==> src/hdl/lsu_pkg.sv <==
package lsu_pkg;

    // access size, also the AXI size field once widened to 3 bits.
    typedef enum logic [1:0] {
        MEM_BYTE = 2'b00,
        MEM_HALF = 2'b01,
        MEM_WORD = 2'b10
    } mem_size_e;

    typedef struct packed {
        logic      read;
        logic      write;
        mem_size_e size;
        logic      sign_ext;
    } lsu_op_t;

    // request from the execute stage.
    typedef struct packed {
        logic [31:0] pc;
        logic [4:0]  rd;
        lsu_op_t     op;
        logic [31:0] addr;
        logic [31:0] wdata;
        logic [7:0]  tag;
    } lsu_req_t;

    // response towards writeback.
    typedef struct packed {
        logic [31:0] pc;
        logic [4:0]  rd;
        logic [7:0]  tag;
        logic [31:0] result;
        logic        fault;
    } lsu_resp_t;

    typedef struct packed {
        logic [31:0] addr;
        logic [3:0]  id;
        logic [7:0]  len;
        logic [2:0]  size;
        logic [1:0]  burst;
    } axi_aw_t;

    typedef axi_aw_t axi_ar_t;

    typedef struct packed {
        logic [31:0] data;
        logic [3:0]  strb;
        logic        last;
    } axi_w_t;

    typedef struct packed {
        logic [3:0] id;
        logic [1:0] resp;
    } axi_b_t;

    typedef struct packed {
        logic [3:0]  id;
        logic [1:0]  resp;
        logic [31:0] data;
        logic        last;
    } axi_r_t;

    localparam logic [1:0] axi_resp_okay   = 2'b00;
    localparam logic [1:0] axi_resp_slverr = 2'b10;

    localparam logic [1:0] axi_burst_fixed = 2'b00;
    localparam logic [1:0] axi_burst_incr  = 2'b01;

endpackage

==> src/hdl/lsu_data_align.sv <==
`timescale 1ns/1ns

module lsu_data_align (
    input  logic [1:0]         addr_off,
    input  lsu_pkg::mem_size_e size,
    input  logic               sign_ext,
    input  logic [31:0]        store_data,
    input  logic [31:0]        load_word,
    output logic [31:0]        lane_data,
    output logic [3:0]         strb,
    output logic [31:0]        load_value
);
    import lsu_pkg::*;

    logic [4:0]  bit_off;
    logic [31:0] load_shifted;

    assign bit_off = {addr_off, 3'b000};

    // store side moves the low bytes up to their lanes.
    assign lane_data = store_data << bit_off;

    always_comb begin
        case (size)
            MEM_BYTE: strb = 4'b0001 << addr_off;
            MEM_HALF: strb = 4'b0011 << addr_off;
            MEM_WORD: strb = 4'b1111;
            default:  strb = 4'b0000;
        endcase
    end

    // load side brings the lane down to bit 0 first.
    assign load_shifted = load_word >> bit_off;

    always_comb begin
        case (size)
            MEM_BYTE: begin
                load_value = {{24{sign_ext & load_shifted[7]}}, load_shifted[7:0]};
            end
            MEM_HALF: begin
                load_value = {{16{sign_ext & load_shifted[15]}}, load_shifted[15:0]};
            end
            default: begin
                load_value = load_shifted;
            end
        endcase
    end

endmodule

==> config.mk <==
export PLATFORM = sky130hd
export DESIGN_NAME = lsu_data_align
export DESIGN_NICKNAME = d
export VERILOG_FILES = /design/src/hdl/lsu_pkg.sv /design/src/hdl/lsu_data_align.sv
export SDC_FILE = /design/constraint.sdc
export NUM_CORES = 1
export LEC_CHECK = 0
export ABC_AREA = 0
export BUFFER_PORTS_ARGS = -buffer_cell sky130_fd_sc_hd__buf_2
export CORE_MARGIN = 4
export CORE_UTILIZATION = 40
export DETAILED_ROUTE_END_ITERATION = 8
export GPL_TIMING_DRIVEN = 0
export PLACE_DENSITY_LB_ADDON = 0.15
export SYNTH_ARGS = -nofsm -noshare
export SYNTH_HDL_FRONTEND = slang
export SYNTH_SLANG_ARGS = --single-unit
==> constraint.sdc <==
create_clock -name vclk -period 1.86
set_input_delay 0.372 -clock vclk [all_inputs]
set_output_delay 0.372 -clock vclk [all_outputs]
set_load 0.02 [all_outputs]
==> results.json <==
{
  "rows": 21,
  "setup_viol": 22,
  "finalMaxSlewViolations": 0,
  "worst_setup_path_end_kind": "output port",
  "critical_path.startpoint": "addr_off[0]",
  "routabilityCongestion": 0.871,
  "clock_buffers": 0,
  "outcome": "finished, violations left",
  "multiInputGateArea_um2": 1510,
  "track_usage": 0.246,
  "startpoint_type": "primary input",
  "vias": 2187,
  "min_from": "store_data[5]",
  "antennaDiodeCount": 0,
  "yosysWarnings": 0,
  "synth_cell_types": 29,
  "core_um2": 3470,
  "seq_area_frac_synth": 0,
  "grt_pass1_vias": 2165,
  "grt_start_max_net_pins": 11,
  "wl_um": 6430,
  "synth_nets": 279,
  "synth_top_area_frac": 0.214,
  "power_density_nw_per_um2": 327,
  "power.total_uw": 853,
  "dpl.hpwl_um": 4840,
  "grt_setup_unrepaired": "true",
  "netlist_instances": 210,
  "antenna_left": 0,
  "hold_viol": 0,
  "slowest_delay_ns": 0.34,
  "cp_slowest_cell": "mux2_4",
  "cp_max_fo": 10,
  "syn_area_per_cell_um2": 7.13,
  "yosysMostFrequentCell": "mux2i_1",
  "area.sequential_um2": 0,
  "yosys.area.top_type": "mux2i_1",
  "synth-compound-area-share": 0.337,
  "synthTopCellsByCount": "mux2i_1, nand2_1, a21oi_1",
  "hp-class": "in2out",
  "start_util": 0.432,
  "synth_top_family_by_area": "compound AO/OA/AOI/OAI gates",
  "first_pass_iters": 4,
  "ir_drop_mv": 0.189,
  "grt_pass1_wl_um": 10300,
  "path_class": "in2out",
  "leakage_nw": 1.33,
  "fmax_mhz": 522,
  "synth_xor_xnor_area_share": 0,
  "crit_required_ns": 1.49,
  "seq_cells": 0,
  "nFillCells": 303,
  "fin_crit_sh": 1.03,
  "relSlewSlack": 0.746,
  "drt-vias-per-instance": 5.51,
  "drt_iter0_drc": 77,
  "crit_arrival_ns": 1.54,
  "synth-adder-area-share": 0,
  "fin_crit_ns": 1.92,
  "syn_area_um2": 1500,
  "stdcell_area_um2": 2610,
  "violations": "setup timing",
  "die_x_um": 69.2,
  "die_area_um2": 4790,
  "synthTopCellsByArea": "mux2i_1, o211ai_2, a21oi_1",
  "fin_ws_ns": -0.0566,
  "synthSimpleGateAreaFrac": 0.254,
  "postCtsHoldBufs": 0,
  "antenna_found_initial": 0,
  "io_buffers": 135,
  "fin_util": 0.752,
  "max_cap_violations": 0,
  "wire_per_inst_um": 16.2,
  "grt_overflow": 0,
  "fin_worst_hold_slack_ns": 1.10,
  "io_pins": 137,
  "syn2layout_area_growth_pct": 74.2,
  "synth_mux_area_frac": 0.319,
  "die_h_um": 69.2,
  "drt_drc_violations_left": 0,
  "cp_cell_sequence": "buf_12 -> mux2_4 -> a32oi_4 -> buf_8 -> o211ai_2 -> buf_2",
  "dpl-instance-area_um2": 2230,
  "tightest_slew_ns": 0.381,
  "layout.nets": 422,
  "layout-drive-gt1-share": 0.604
}
[layout make-up]
class / count / area share
repair buffers: 141 / 0.317
well taps: 46 / 0.0221
multi-input cells: 188 / 0.580
plain buffers: 22 / 0.0811
[cells in the final DEF (no fill, tap or decap), drive strengths merged]
master,n
buf,156
mux2i,33
nand2,31
a21oi,24
o21ai,17
o211ai,16
nor2b,13
mux2,11
nor2,10
and2,9
a211oi,8
or2,8
clkbuf,6
a221oi,1
nand3b,1
nor3b,1
nor4b,1
a32oi,1
o21bai,1
nand2b,1
o31ai,1
bufbuf,1
[power breakdown]
part	internal (mW)	switching (mW)	total (mW)
sequential	0	0	0
clock	0	0	0
combinational	0.375	0.478	0.853
[worst max-delay path: cells and delay by family]
family,cells,cell delay [ns]
compound gates,2,0.36
mux,1,0.34
buf+inv,3,0.46
[stage by stage]
| step | std cells | setup TNS [ns] | setup slack [ns] |
|---|---|---|---|
| 2_1_floorplan | 210 | 0 | 0.0153 |
| 3_3_place_gp | 391 | -8.13 | -0.306 |
| 3_5_place_dp | 391 | -8.32 | -0.297 |
| 4_1_cts | 397 | -0.466 | -0.0395 |
| 5_1_grt | 397 | -1.65 | -0.105 |
| 6_report | 397 | -0.778 | -0.0566 |
[cells by family (layout without fill, tap and decap cells)]
kind of cell,Yosys count,after routing
and+or+nand+nor,75,75
AOI/OAI and AO/OA,69,69
muxes,44,44
buffers and inverters,22,163
[layer usage]
layer,up-vias,global-route usage,share of wire
met5,-,0,0
met4,0,0.0282,0.010
met3,7,0.0333,0.064
met2,87,0.459,0.51
met1,1043,0.306,0.42
li1,1050,-,-
[final timing paths]
| kind | to | depth (start not counted) |
|---|---|---|
| worst max-delay path | load_value[23] | 6 |
| worst min-delay path | lane_data[5] | 3 |
[what timing repair did]
item / in CTS / in global routing
setup buffers: 5 / 0
setup endpoints to repair: 64 / 56
pin swaps: 3 / 2
gates resized for setup: 47 / 35
cloned: 1 / 0
Note: power is estimated with default switching activity, not from simulation.
