### config.mk
export PLATFORM = sky130hd
export DESIGN_NAME = lsu_ctrl
export DESIGN_NICKNAME = d
export VERILOG_FILES = /design/src/hdl/lsu_pkg.sv /design/src/hdl/lsu_ctrl.sv
export SDC_FILE = /design/constraint.sdc
export NUM_CORES = 1
export LEC_CHECK = 0
export BUFFER_PORTS_ARGS = -buffer_cell sky130_fd_sc_hd__buf_2
export CORE_AREA = 2 2 205 207
export CTS_CLUSTER_DIAMETER = 50
export DETAILED_ROUTE_END_ITERATION = 6
export DIE_AREA = 0 0 207 209
export MAX_ROUTING_LAYER = met4
export PLACE_DENSITY = 0.51
export SYNTH_ARGS = -nofsm -noshare
export SYNTH_HDL_FRONTEND = slang
export SYNTH_SLANG_ARGS = --single-unit
### constraint.sdc
create_clock -name clk -period 14.2 [get_ports clk]
set_input_delay 2.13 -clock clk [delete_from_list [all_inputs] [get_ports clk]]
set_output_delay 2.13 -clock clk [all_outputs]
set_load 0.02 [all_outputs]
### src/hdl/lsu_pkg.sv
package lsu_pkg;

    // access size, also the AXI size field once widened to 3 bits.
    typedef enum logic [1:0] {
        MEM_BYTE = 2'b00,
        MEM_HALF = 2'b01,
        MEM_WORD = 2'b10
    } mem_size_e;

    typedef struct packed {
        logic      read;
        logic      write;
        mem_size_e size;
        logic      sign_ext;
    } lsu_op_t;

    // request from the execute stage.
    typedef struct packed {
        logic [31:0] pc;
        logic [4:0]  rd;
        lsu_op_t     op;
        logic [31:0] addr;
        logic [31:0] wdata;
        logic [7:0]  tag;
    } lsu_req_t;

    // response towards writeback.
    typedef struct packed {
        logic [31:0] pc;
        logic [4:0]  rd;
        logic [7:0]  tag;
        logic [31:0] result;
        logic        fault;
    } lsu_resp_t;

    typedef struct packed {
        logic [31:0] addr;
        logic [3:0]  id;
        logic [7:0]  len;
        logic [2:0]  size;
        logic [1:0]  burst;
    } axi_aw_t;

    typedef axi_aw_t axi_ar_t;

    typedef struct packed {
        logic [31:0] data;
        logic [3:0]  strb;
        logic        last;
    } axi_w_t;

    typedef struct packed {
        logic [3:0] id;
        logic [1:0] resp;
    } axi_b_t;

    typedef struct packed {
        logic [3:0]  id;
        logic [1:0]  resp;
        logic [31:0] data;
        logic        last;
    } axi_r_t;

    localparam logic [1:0] axi_resp_okay   = 2'b00;
    localparam logic [1:0] axi_resp_slverr = 2'b10;

    localparam logic [1:0] axi_burst_fixed = 2'b00;
    localparam logic [1:0] axi_burst_incr  = 2'b01;

endpackage

### src/hdl/lsu_ctrl.sv
`timescale 1ns/1ns

module lsu_ctrl #(
    parameter logic [31:0] SDRAM_BASE  = 32'ha000_0000,
    parameter logic [31:0] SDRAM_LIMIT = 32'hbfff_ffff
) (
    input  logic               clk,
    input  logic               rst,

    input  logic               req_valid,
    input  lsu_pkg::lsu_req_t  req,
    output logic               req_ready,
    output logic               resp_valid,
    output lsu_pkg::lsu_resp_t resp,

    output logic [1:0]         addr_off,
    output lsu_pkg::mem_size_e size,
    output logic               sign_ext,
    output logic [31:0]        store_data,
    input  logic [31:0]        lane_data,
    input  logic [3:0]         strb,
    input  logic [31:0]        load_value,

    output logic               awvalid,
    input  logic               awready,
    output lsu_pkg::axi_aw_t   aw,
    output logic               wvalid,
    input  logic               wready,
    output lsu_pkg::axi_w_t    w,
    input  logic               bvalid,
    output logic               bready,
    input  lsu_pkg::axi_b_t    b,
    output logic               arvalid,
    input  logic               arready,
    output lsu_pkg::axi_ar_t   ar,
    input  logic               rvalid,
    output logic               rready,
    input  lsu_pkg::axi_r_t    r,

    output logic [31:0]        r_data
);
    import lsu_pkg::*;

    typedef enum logic {
        IDLE,
        BUSY
    } state_e;

    state_e     state;
    lsu_req_t   req_q;
    logic       accept;
    logic       req_is_mem;
    logic       done_r;
    logic       done_b;
    logic       in_sdram;
    logic [1:0] burst;

    assign req_ready  = (state == IDLE);
    assign accept     = req_valid && req_ready;
    assign req_is_mem = req.op.read || req.op.write;
    assign done_r     = rvalid && rready;
    assign done_b     = bvalid && bready;

    // sdram region is served with INCR bursts.
    assign in_sdram = (req_q.addr >= SDRAM_BASE) && (req_q.addr <= SDRAM_LIMIT);
    assign burst    = in_sdram ? axi_burst_incr : axi_burst_fixed;

    // aligner works on the held request.
    assign addr_off   = req_q.addr[1:0];
    assign size       = req_q.op.size;
    assign sign_ext   = req_q.op.sign_ext;
    assign store_data = req_q.wdata;
    assign r_data     = r.data;

    // channel payloads stay stable while the request is held.
    assign aw = '{addr: req_q.addr, id: 4'h0, len: 8'h00,
                  size: {1'b0, req_q.op.size}, burst: burst};
    assign ar = '{addr: req_q.addr, id: 4'h0, len: 8'h00,
                  size: {1'b0, req_q.op.size}, burst: burst};
    assign w  = '{data: lane_data, strb: strb, last: 1'b1};

    always_ff @(posedge clk or posedge rst) begin
        if (rst) begin
            state      <= IDLE;
            resp_valid <= 1'b0;
            awvalid    <= 1'b0;
            wvalid     <= 1'b0;
            bready     <= 1'b0;
            arvalid    <= 1'b0;
            rready     <= 1'b0;
        end else begin
            resp_valid <= 1'b0;
            case (state)
                IDLE: begin
                    if (accept) begin
                        state <= BUSY;
                        if (req.op.read) begin
                            arvalid <= 1'b1;
                        end else if (req.op.write) begin
                            awvalid <= 1'b1;
                            wvalid  <= 1'b1;
                        end else begin
                            resp_valid <= 1'b1;
                        end
                    end
                end
                BUSY: begin
                    // back to IDLE once the response cycle is over.
                    if (resp_valid) begin
                        state <= IDLE;
                    end
                    if (arvalid && arready) begin
                        arvalid <= 1'b0;
                        rready  <= 1'b1;
                    end
                    if (awvalid && awready) begin
                        awvalid <= 1'b0;
                        bready  <= 1'b1;
                    end
                    if (wvalid && wready) begin
                        wvalid <= 1'b0;
                    end
                    if (done_r || done_b) begin
                        rready     <= 1'b0;
                        bready     <= 1'b0;
                        resp_valid <= 1'b1;
                    end
                end
                default: state <= IDLE;
            endcase
        end
    end

    always_ff @(posedge clk) begin
        if (accept) begin
            req_q <= req;
        end
        if (accept && !req_is_mem) begin
            resp <= '{pc: req.pc, rd: req.rd, tag: req.tag, result: req.addr, fault: 1'b0};
        end else if (done_r) begin
            resp <= '{pc: req_q.pc, rd: req_q.rd, tag: req_q.tag, result: load_value,
                      fault: (r.resp != axi_resp_okay)};
        end else if (done_b) begin
            resp <= '{pc: req_q.pc, rd: req_q.rd, tag: req_q.tag, result: req_q.addr,
                      fault: (b.resp != axi_resp_okay)};
        end
    end

endmodule

==> results of run 1 <==
## synthesized netlist by cell type
master / count
edfxtp_1: 189
dfrtp_1: 7
mux2i_1: 32
nand4_1: 2
or2_2: 1
o21bai_1: 1
nand2_2: 1
mux2_1: 30
nor2_1: 2
nor4b_4: 1
nor4bb_1: 1
a21o_1: 2
conb_1: 2
buf_2: 8
a21oi_1: 6
inv_1: 2
o31ai_1: 1
o21ai_0: 36
buf_4: 204
nor3_1: 1
and3b_1: 1
mux2_2: 15
a211oi_1: 1
clkbuf_1: 2
dfxtp_1: 1
nor2b_1: 1
nand2_1: 34
buf_6: 5
## sequential cells by signal (all words and copies together), names as in the netlist, 2 cells and up
name,cells
addr_off,2
ar,30
req_q,45
resp,78
size,2
store_data,32
## metal layers
layer	vias to the layer above	wire length (µm)
met5	-	0
met4	0	396
met3	27	1930
met2	248	9940
met1	2293	8410
li1	2236	-
## how the worst max path moves through the flow
stage	from	to	slack, ps	depth (start not counted)
finish	req[76]	resp[43]	9910	5
global route	req[76]	resp[40]	9670	5
CTS	req[76]	resp[66]	9750	5
detailed placement	req[76]	resp[68]	9230	5
global placement	req[76]	resp[40]	9240	5
floorplan	req_valid	arvalid	6490	3
## logic make-up (layout without fill, tap and decap cells)
logic type,after synthesis,after routing,share of synthesized area
compound gates,47,47,0.0281
simple gates,45,45,0.0243
mux,77,77,0.0939
flops,197,197,0.666
buf+inv,221,389,0.186
other cells,2,31,0.000852
## critical path, cell delays in order
cell,delay [ps]
buf_2,130
nor4b_4,240
buf_4,550
or2_4,650
buf_4,640
## layout make-up
class	instances	area (µm²)	share of cell area
clock inverter	14	163	0.0157
sequential	197	5870	0.567
tap	539	674	0.0652
clock buffer	18	429	0.0415
multi-input combinational	198	1410	0.136
inverter	2	7.51	0.000725
timing repair buffer	355	1790	0.173
antenna	2	5.00	0.000484
## metrics by stage
| stage | hold WS, ps | std cells | total power [mW] | setup WS, ps | utilization |
|---|---|---|---|---|---|
| after detailed placement | 431 | 1291 | 1.24 | 9230 | 0.236 |
| after global routing | 479 | 1325 | 1.80 | 9670 | 0.251 |
| after floorplan | 501 | 616 | 1.16 | 6490 | - |
| after global placement | 451 | 1291 | 1.24 | 9240 | 0.236 |
| after CTS | 458 | 1323 | 1.75 | 9750 | 0.251 |
| final | 447 | 1325 | 1.71 | 9910 | 0.251 |
## power by group through the flow
stage          sequential [mW]  clock, mW  combinational (mW)
2_1_floorplan            0.902          0               0.259
3_3_place_gp             0.829          0               0.410
3_5_place_dp             0.831          0               0.412
4_1_cts                  0.819      0.517               0.412
5_1_grt                  0.829      0.537               0.433
6_report                 0.817      0.494               0.398
==> results.sh, run 1 <==
export IMPL_path_max_fanout=65
export IMPL_dp_hpwl_um=14600
export IMPL_vias=4804
export IMPL_clock_sinks=197
export IMPL_hold_end="state"
export IMPL_track_usage=0.0977
export IMPL_io_pins=524
export IMPL_power_switching_mw=0.558
export IMPL_critPathCaptureType="flop"
export IMPL_reg2reg_to="resp[43]"
export IMPL_finClkSkew_ps=9.65
export IMPL_final_common_cell="buf_2"
export IMPL_fmax_mhz=233
export IMPL_yosysTopAreaCellShare=0.644
export IMPL_dpl_cell_area_um2=9750
export IMPL_synth_seq_cells=197
export IMPL_nFillCells=4346
export IMPL_finalNetCount=1006
export IMPL_place_congestion=0.725
export IMPL_hold_buffers=0
export IMPL_synth_cells=589
export IMPL_grt_pass1_vias=4877
export IMPL_drc=0
export IMPL_grt_max_degree=66
export IMPL_htreeDepth=4
export IMPL_clkSlewWorstSetupHoldPaths_ps=80
export IMPL_slew_headroom=0.425
export IMPL_outcome="completed"
export IMPL_arrival_ps=4380
export IMPL_min_period_ps=4290
export IMPL_overflow=0
export IMPL_seq_area_frac_synth=0.666
export IMPL_design_core_area_um2=41300
export IMPL_drtIter0Drc=227
export IMPL_drive_gt1_frac=0.515
export IMPL_tightest_slew_ps=863
export IMPL_intPower_mw=1.15
export IMPL_min_from="resp_valid"
export IMPL_reg2reg_depth=4
export IMPL_postLayoutCellArea_um2=10300
export IMPL_p_leak_nw=4.27
export IMPL_drt_wirelength_per_cell_um=15.6
export IMPL_synth_area_top_cells="edfxtp_1 (64%), buf_4 (17%), mux2_1 (3.8%)"
export IMPL_crit_required_ps=14290
export IMPL_pwr_share_seq=0.478
export IMPL_cts_root_buffer="clkbuf_16"
export IMPL_p_clk_frac=0.289
export IMPL_clk_latency_ps=450
export IMPL_fin_setup_tns_ps=0
export IMPL_final_max_slew_viol_count=0
export IMPL_use_met3=0.0476
export IMPL_first_pass_iters=4
export IMPL_grt_pass1_wl_um=30200
export IMPL_busiest_layer="met2"
export IMPL_power_frac_comb=0.233
export IMPL_r2r_start="state"
export IMPL_die_area_um2=43300
export IMPL_syn2layout_area_growth_pct=17.5
export IMPL_hold_depth=1
export IMPL_rsz0062_at_grt="no"
export IMPL_routed_wl_um=20700
export IMPL_hold_viol_final=0
export IMPL_power_density_cell_area_nw_per_um2=165
export IMPL_worstSetupPathType="in2reg"
export IMPL_finalCritPeriodShare=0.302
export IMPL_viasPerCell=3.63
export IMPL_initial_utilization=0.213
export IMPL_antenna_found_initial=2
export IMPL_ir_drop_uv=81.9
export IMPL_clk_path_buf_depth=2
export IMPL_cts_setup_buffers=0
export IMPL_cts_made_buffers=17
export IMPL_drv_cap=0
export IMPL_final_cell_mix="buf_2 (349), edfxtp_1 (189), o21ai_0 (36)"
export IMPL_die_x_um=207
export IMPL_core_rowCount=75
export IMPL_ys_warn_count=0
export IMPL_gr_usage_met1=0.108
export IMPL_start_kind="primary input"
export IMPL_finalSetupViolCount=0
export IMPL_rrSetupSlack_ps=11090
export IMPL_switching_share=0.326
export IMPL_drtAntennaViolNets=0
export IMPL_synth_area_um2=8810
export IMPL_syn_area_per_cell_um2=15.0
export IMPL_die_height_um=209
export IMPL_synth_distinct_cells=28
export IMPL_portBuffers=349
export IMPL_cts_tree="built"
export IMPL_cts_resized=0
export IMPL_min_path_type="reg2reg"
export IMPL_synth_area_leader_cell="edfxtp_1"
export IMPL_use_met2=0.151
Power figures use the tool's default switching activity.
==> run 2: changes to the inputs <==
ABC_AREA = 1   (was unset)
CORE_AREA = 2 2 201 203   (was 2 2 205 207)
DIE_AREA = 0 0 203 205   (was 0 0 207 209)
PLACE_DENSITY = 0.55   (was 0.51)
clock period = 3.48 ns   (was 14.2 ns; I/O delays follow)
==> run 2 against run 1 <==
Compared with the run above:
- combinational power grew to 5.7 times the previous value
- global-route usage rose by 2.5 points
- via count rose by 23%
- non-clock buffer count grew 4
- clock skew fell by 1.2 ps
- die area fell by 3.8%
- design area grew 2.6%
- synthesized area is 3.9% higher
- register-to-register slack worse by 9600 ps
- sequential power increased to 4.3 times the previous value
- critical path type is now reg2out
- critical endpoint is now ar[0]
- largest cell class unchanged
- highest routed layer unchanged
==> results.sh, run 2 <==
export IMPL_finClkSkew_ps=8.40
export IMPL_dp_hpwl_um=17000
export IMPL_final_cell_mix="buf_2 (349), nand2_1 (233), edfxtp_1 (189)"
export IMPL_tightest_slew_ps=1150
export IMPL_critPathCaptureType="output pin"
export IMPL_cts_resized=0
export IMPL_arrival_ps=1590
export IMPL_cts_setup_buffers=0
export IMPL_cts_made_buffers=17
export IMPL_viasPerCell=3.89
export IMPL_crit_required_ps=2960
export IMPL_p_leak_nw=4.73
export IMPL_drv_cap=0
export IMPL_min_path_type="in2reg"
export IMPL_power_density_cell_area_nw_per_um2=728
export IMPL_initial_utilization=0.233
export IMPL_worstSetupPathType="reg2out"
export IMPL_hold_viol_final=0
export IMPL_crit_path_start="ar[47]"
export IMPL_grt_max_degree=193
export IMPL_clk_path_buf_depth=2
export IMPL_crit_chain="o21ai_0 -> nor2_1 -> buf_2"
export IMPL_track_usage=0.123
export IMPL_slew_headroom=0.233
export IMPL_cts_tree="built"
export IMPL_io_pins=524
export IMPL_clock_sinks=197
export IMPL_dp_cells=1482
export IMPL_die_x_um=203
export IMPL_die_area_um2=41600
export IMPL_finalSetupViolCount=0
export IMPL_design_core_area_um2=39400
export IMPL_regMostFlops="resp"
export IMPL_first_pass_iters=4
export IMPL_synth_seq_cells=197
export IMPL_fin_setup_tns_ps=0
export IMPL_synth_edff_count=189
export IMPL_min_from="req[30]"
export IMPL_overflow=0
export IMPL_drtAntennaViolNets=0
export IMPL_final_common_cell="buf_2"
export IMPL_final_max_slew_viol_count=0
export IMPL_ys_warn_count=0
export IMPL_start_kind="flop"
export IMPL_grt_pass1_wl_um=35600
export IMPL_drc=0
export IMPL_stdcell_count=1517
export IMPL_clk_latency_ps=450
export IMPL_yosysTopAreaCellShare=0.620
export IMPL_grt_pass1_vias=5667
export IMPL_drive_gt1_frac=0.395
export IMPL_outcome="completed"
export IMPL_routed_wl_um=25200
export IMPL_syn_area_per_cell_um2=11.3
export IMPL_ir_drop_uv=343
export IMPL_fmax_mhz=474
export IMPL_largest_register_ffs=78
export IMPL_die_height_um=205
export IMPL_finalCritPeriodShare=0.606
export IMPL_min_period_ps=2110
export IMPL_place_congestion=0.756
export IMPL_synth_cells=810
export IMPL_synth_commonest_cells="nand2_1 (233), buf_4 (207), edfxtp_1 (189), nand3_1 (111), buf_2 (22)"
export IMPL_rsz0062_at_grt="no"
export IMPL_drt_wirelength_per_cell_um=16.6
export IMPL_seq_area_frac_synth=0.641
export IMPL_path_max_fanout=5
export IMPL_synth_area_leader_cell="edfxtp_1"
export IMPL_crit_path_max_incr_delay_ps=490
export IMPL_cts_root_buffer="clkbuf_16"
export IMPL_synth_area_top_cells="edfxtp_1 (62%), buf_4 (17%), nand2_1 (9.6%)"
export IMPL_portBuffers=349
export IMPL_nFillCells=4183
export IMPL_vias=5901
export IMPL_ys_async_sr_fraction=0.0355
export IMPL_synth_area_um2=9160
export IMPL_r2r_start="state"
export IMPL_drtIter0Drc=376
export IMPL_synth_ff_type="edfxtp_1"
export IMPL_syn2layout_area_growth_pct=15.9
export IMPL_finalNetCount=1212
export IMPL_htreeDepth=4
export IMPL_antenna_found_initial=3
export IMPL_cp_slowest_cell="edfxtp_1"
export IMPL_synth_distinct_cells=19
export IMPL_synth_most_common_cell="nand2_1"
export IMPL_clkSlewWorstSetupHoldPaths_ps=70
export IMPL_core_rowCount=73
## run 2: cell types whose count changed after synthesis, sizes merged, moves of 5 or more
cell    previous run  this run
buf              217       231
mux2i             32         0
inv                2        11
nand2             35       235
nand3              0       111
mux2              45         0
nor2               2         9
a21oi              6         0
o21ai             36         4
clkbuf             2         7
## run 2: worst max-delay path: cells and delay by family (launching register included)
kind                   cells  cell delay [ps]
flip-flops                 1              490
AO/OA/AOI/OAI              1              360
buffers and inverters      1              180
AND/OR/NAND/NOR            1              110
## run 2: per-layer routing
layer  up-vias  track usage  wire, µm
met5         -            -         0
met4         0       0.0660       845
met3        63       0.0407      1910
met2       272        0.203     12600
met1      2743        0.131      9860
li1       2823            -         -
## run 2: path summary, 6_finish.rpt
path | end | slack, ps | cells after the start
max in group asynchronous | rready | 2670 | 3
min | store_data[22] | 240 | 1
min in group asynchronous | wvalid | 570 | 3
max | ar[0] | 1370 | 3
min reg2reg | state | 450 | 1
max reg2reg | resp[17] | 1450 | 4
## run 2: power by group
part / internal [mW] / switching [mW] / total [mW]
combinational: 0.600 / 1.68 / 2.28
sequential: 3.35 / 0.200 / 3.55
clock: 0.985 / 0.913 / 1.90
total: 4.94 / 2.79 / 7.73
## run 2: cell families (layout without fill, tap and decap cells)
logic type / Yosys count / in the layout / share of synthesized area
other: 2 / 32 / 0.000820
and+or+nand+nor: 356 / 356 / 0.164
AOI/OAI and AO/OA: 6 / 6 / 0.00383
DFF: 197 / 197 / 0.641
buffers and inverters: 249 / 401 / 0.190
## run 2: layout make-up
type / instances / area [µm²] / area share
clock inverters: 11 / 104 / 0.00978
multi-input cells: 391 / 1660 / 0.156
flip-flops and latches: 197 / 5870 / 0.553
inverters: 11 / 41.3 / 0.00389
diodes: 3 / 7.51 / 0.000707
well taps: 525 / 657 / 0.0619
clock buffers: 20 / 437 / 0.0411
repair buffers: 359 / 1840 / 0.173
## run 2: stage by stage
step | util | power [mW] | setup WS [ps] | area (µm²) | hold slack (ps)
after CTS | 0.269 | 7.89 | 1320 | 10600 | 196
after global routing | 0.270 | 8.19 | 1300 | 10600 | 202
after floorplan | - | 5.35 | 763 | 9260 | 325
after detailed placement | 0.255 | 5.96 | 1270 | 10100 | 432
after global placement | 0.255 | 5.93 | 1280 | 10100 | 455
final | 0.270 | 7.73 | 1370 | 10600 | 240
## run 2: timing repair
item                       4_1_cts  5_1_grt
hold buffers                     1        0
hold endpoints to repair         7        0
setup endpoints to repair        0        0
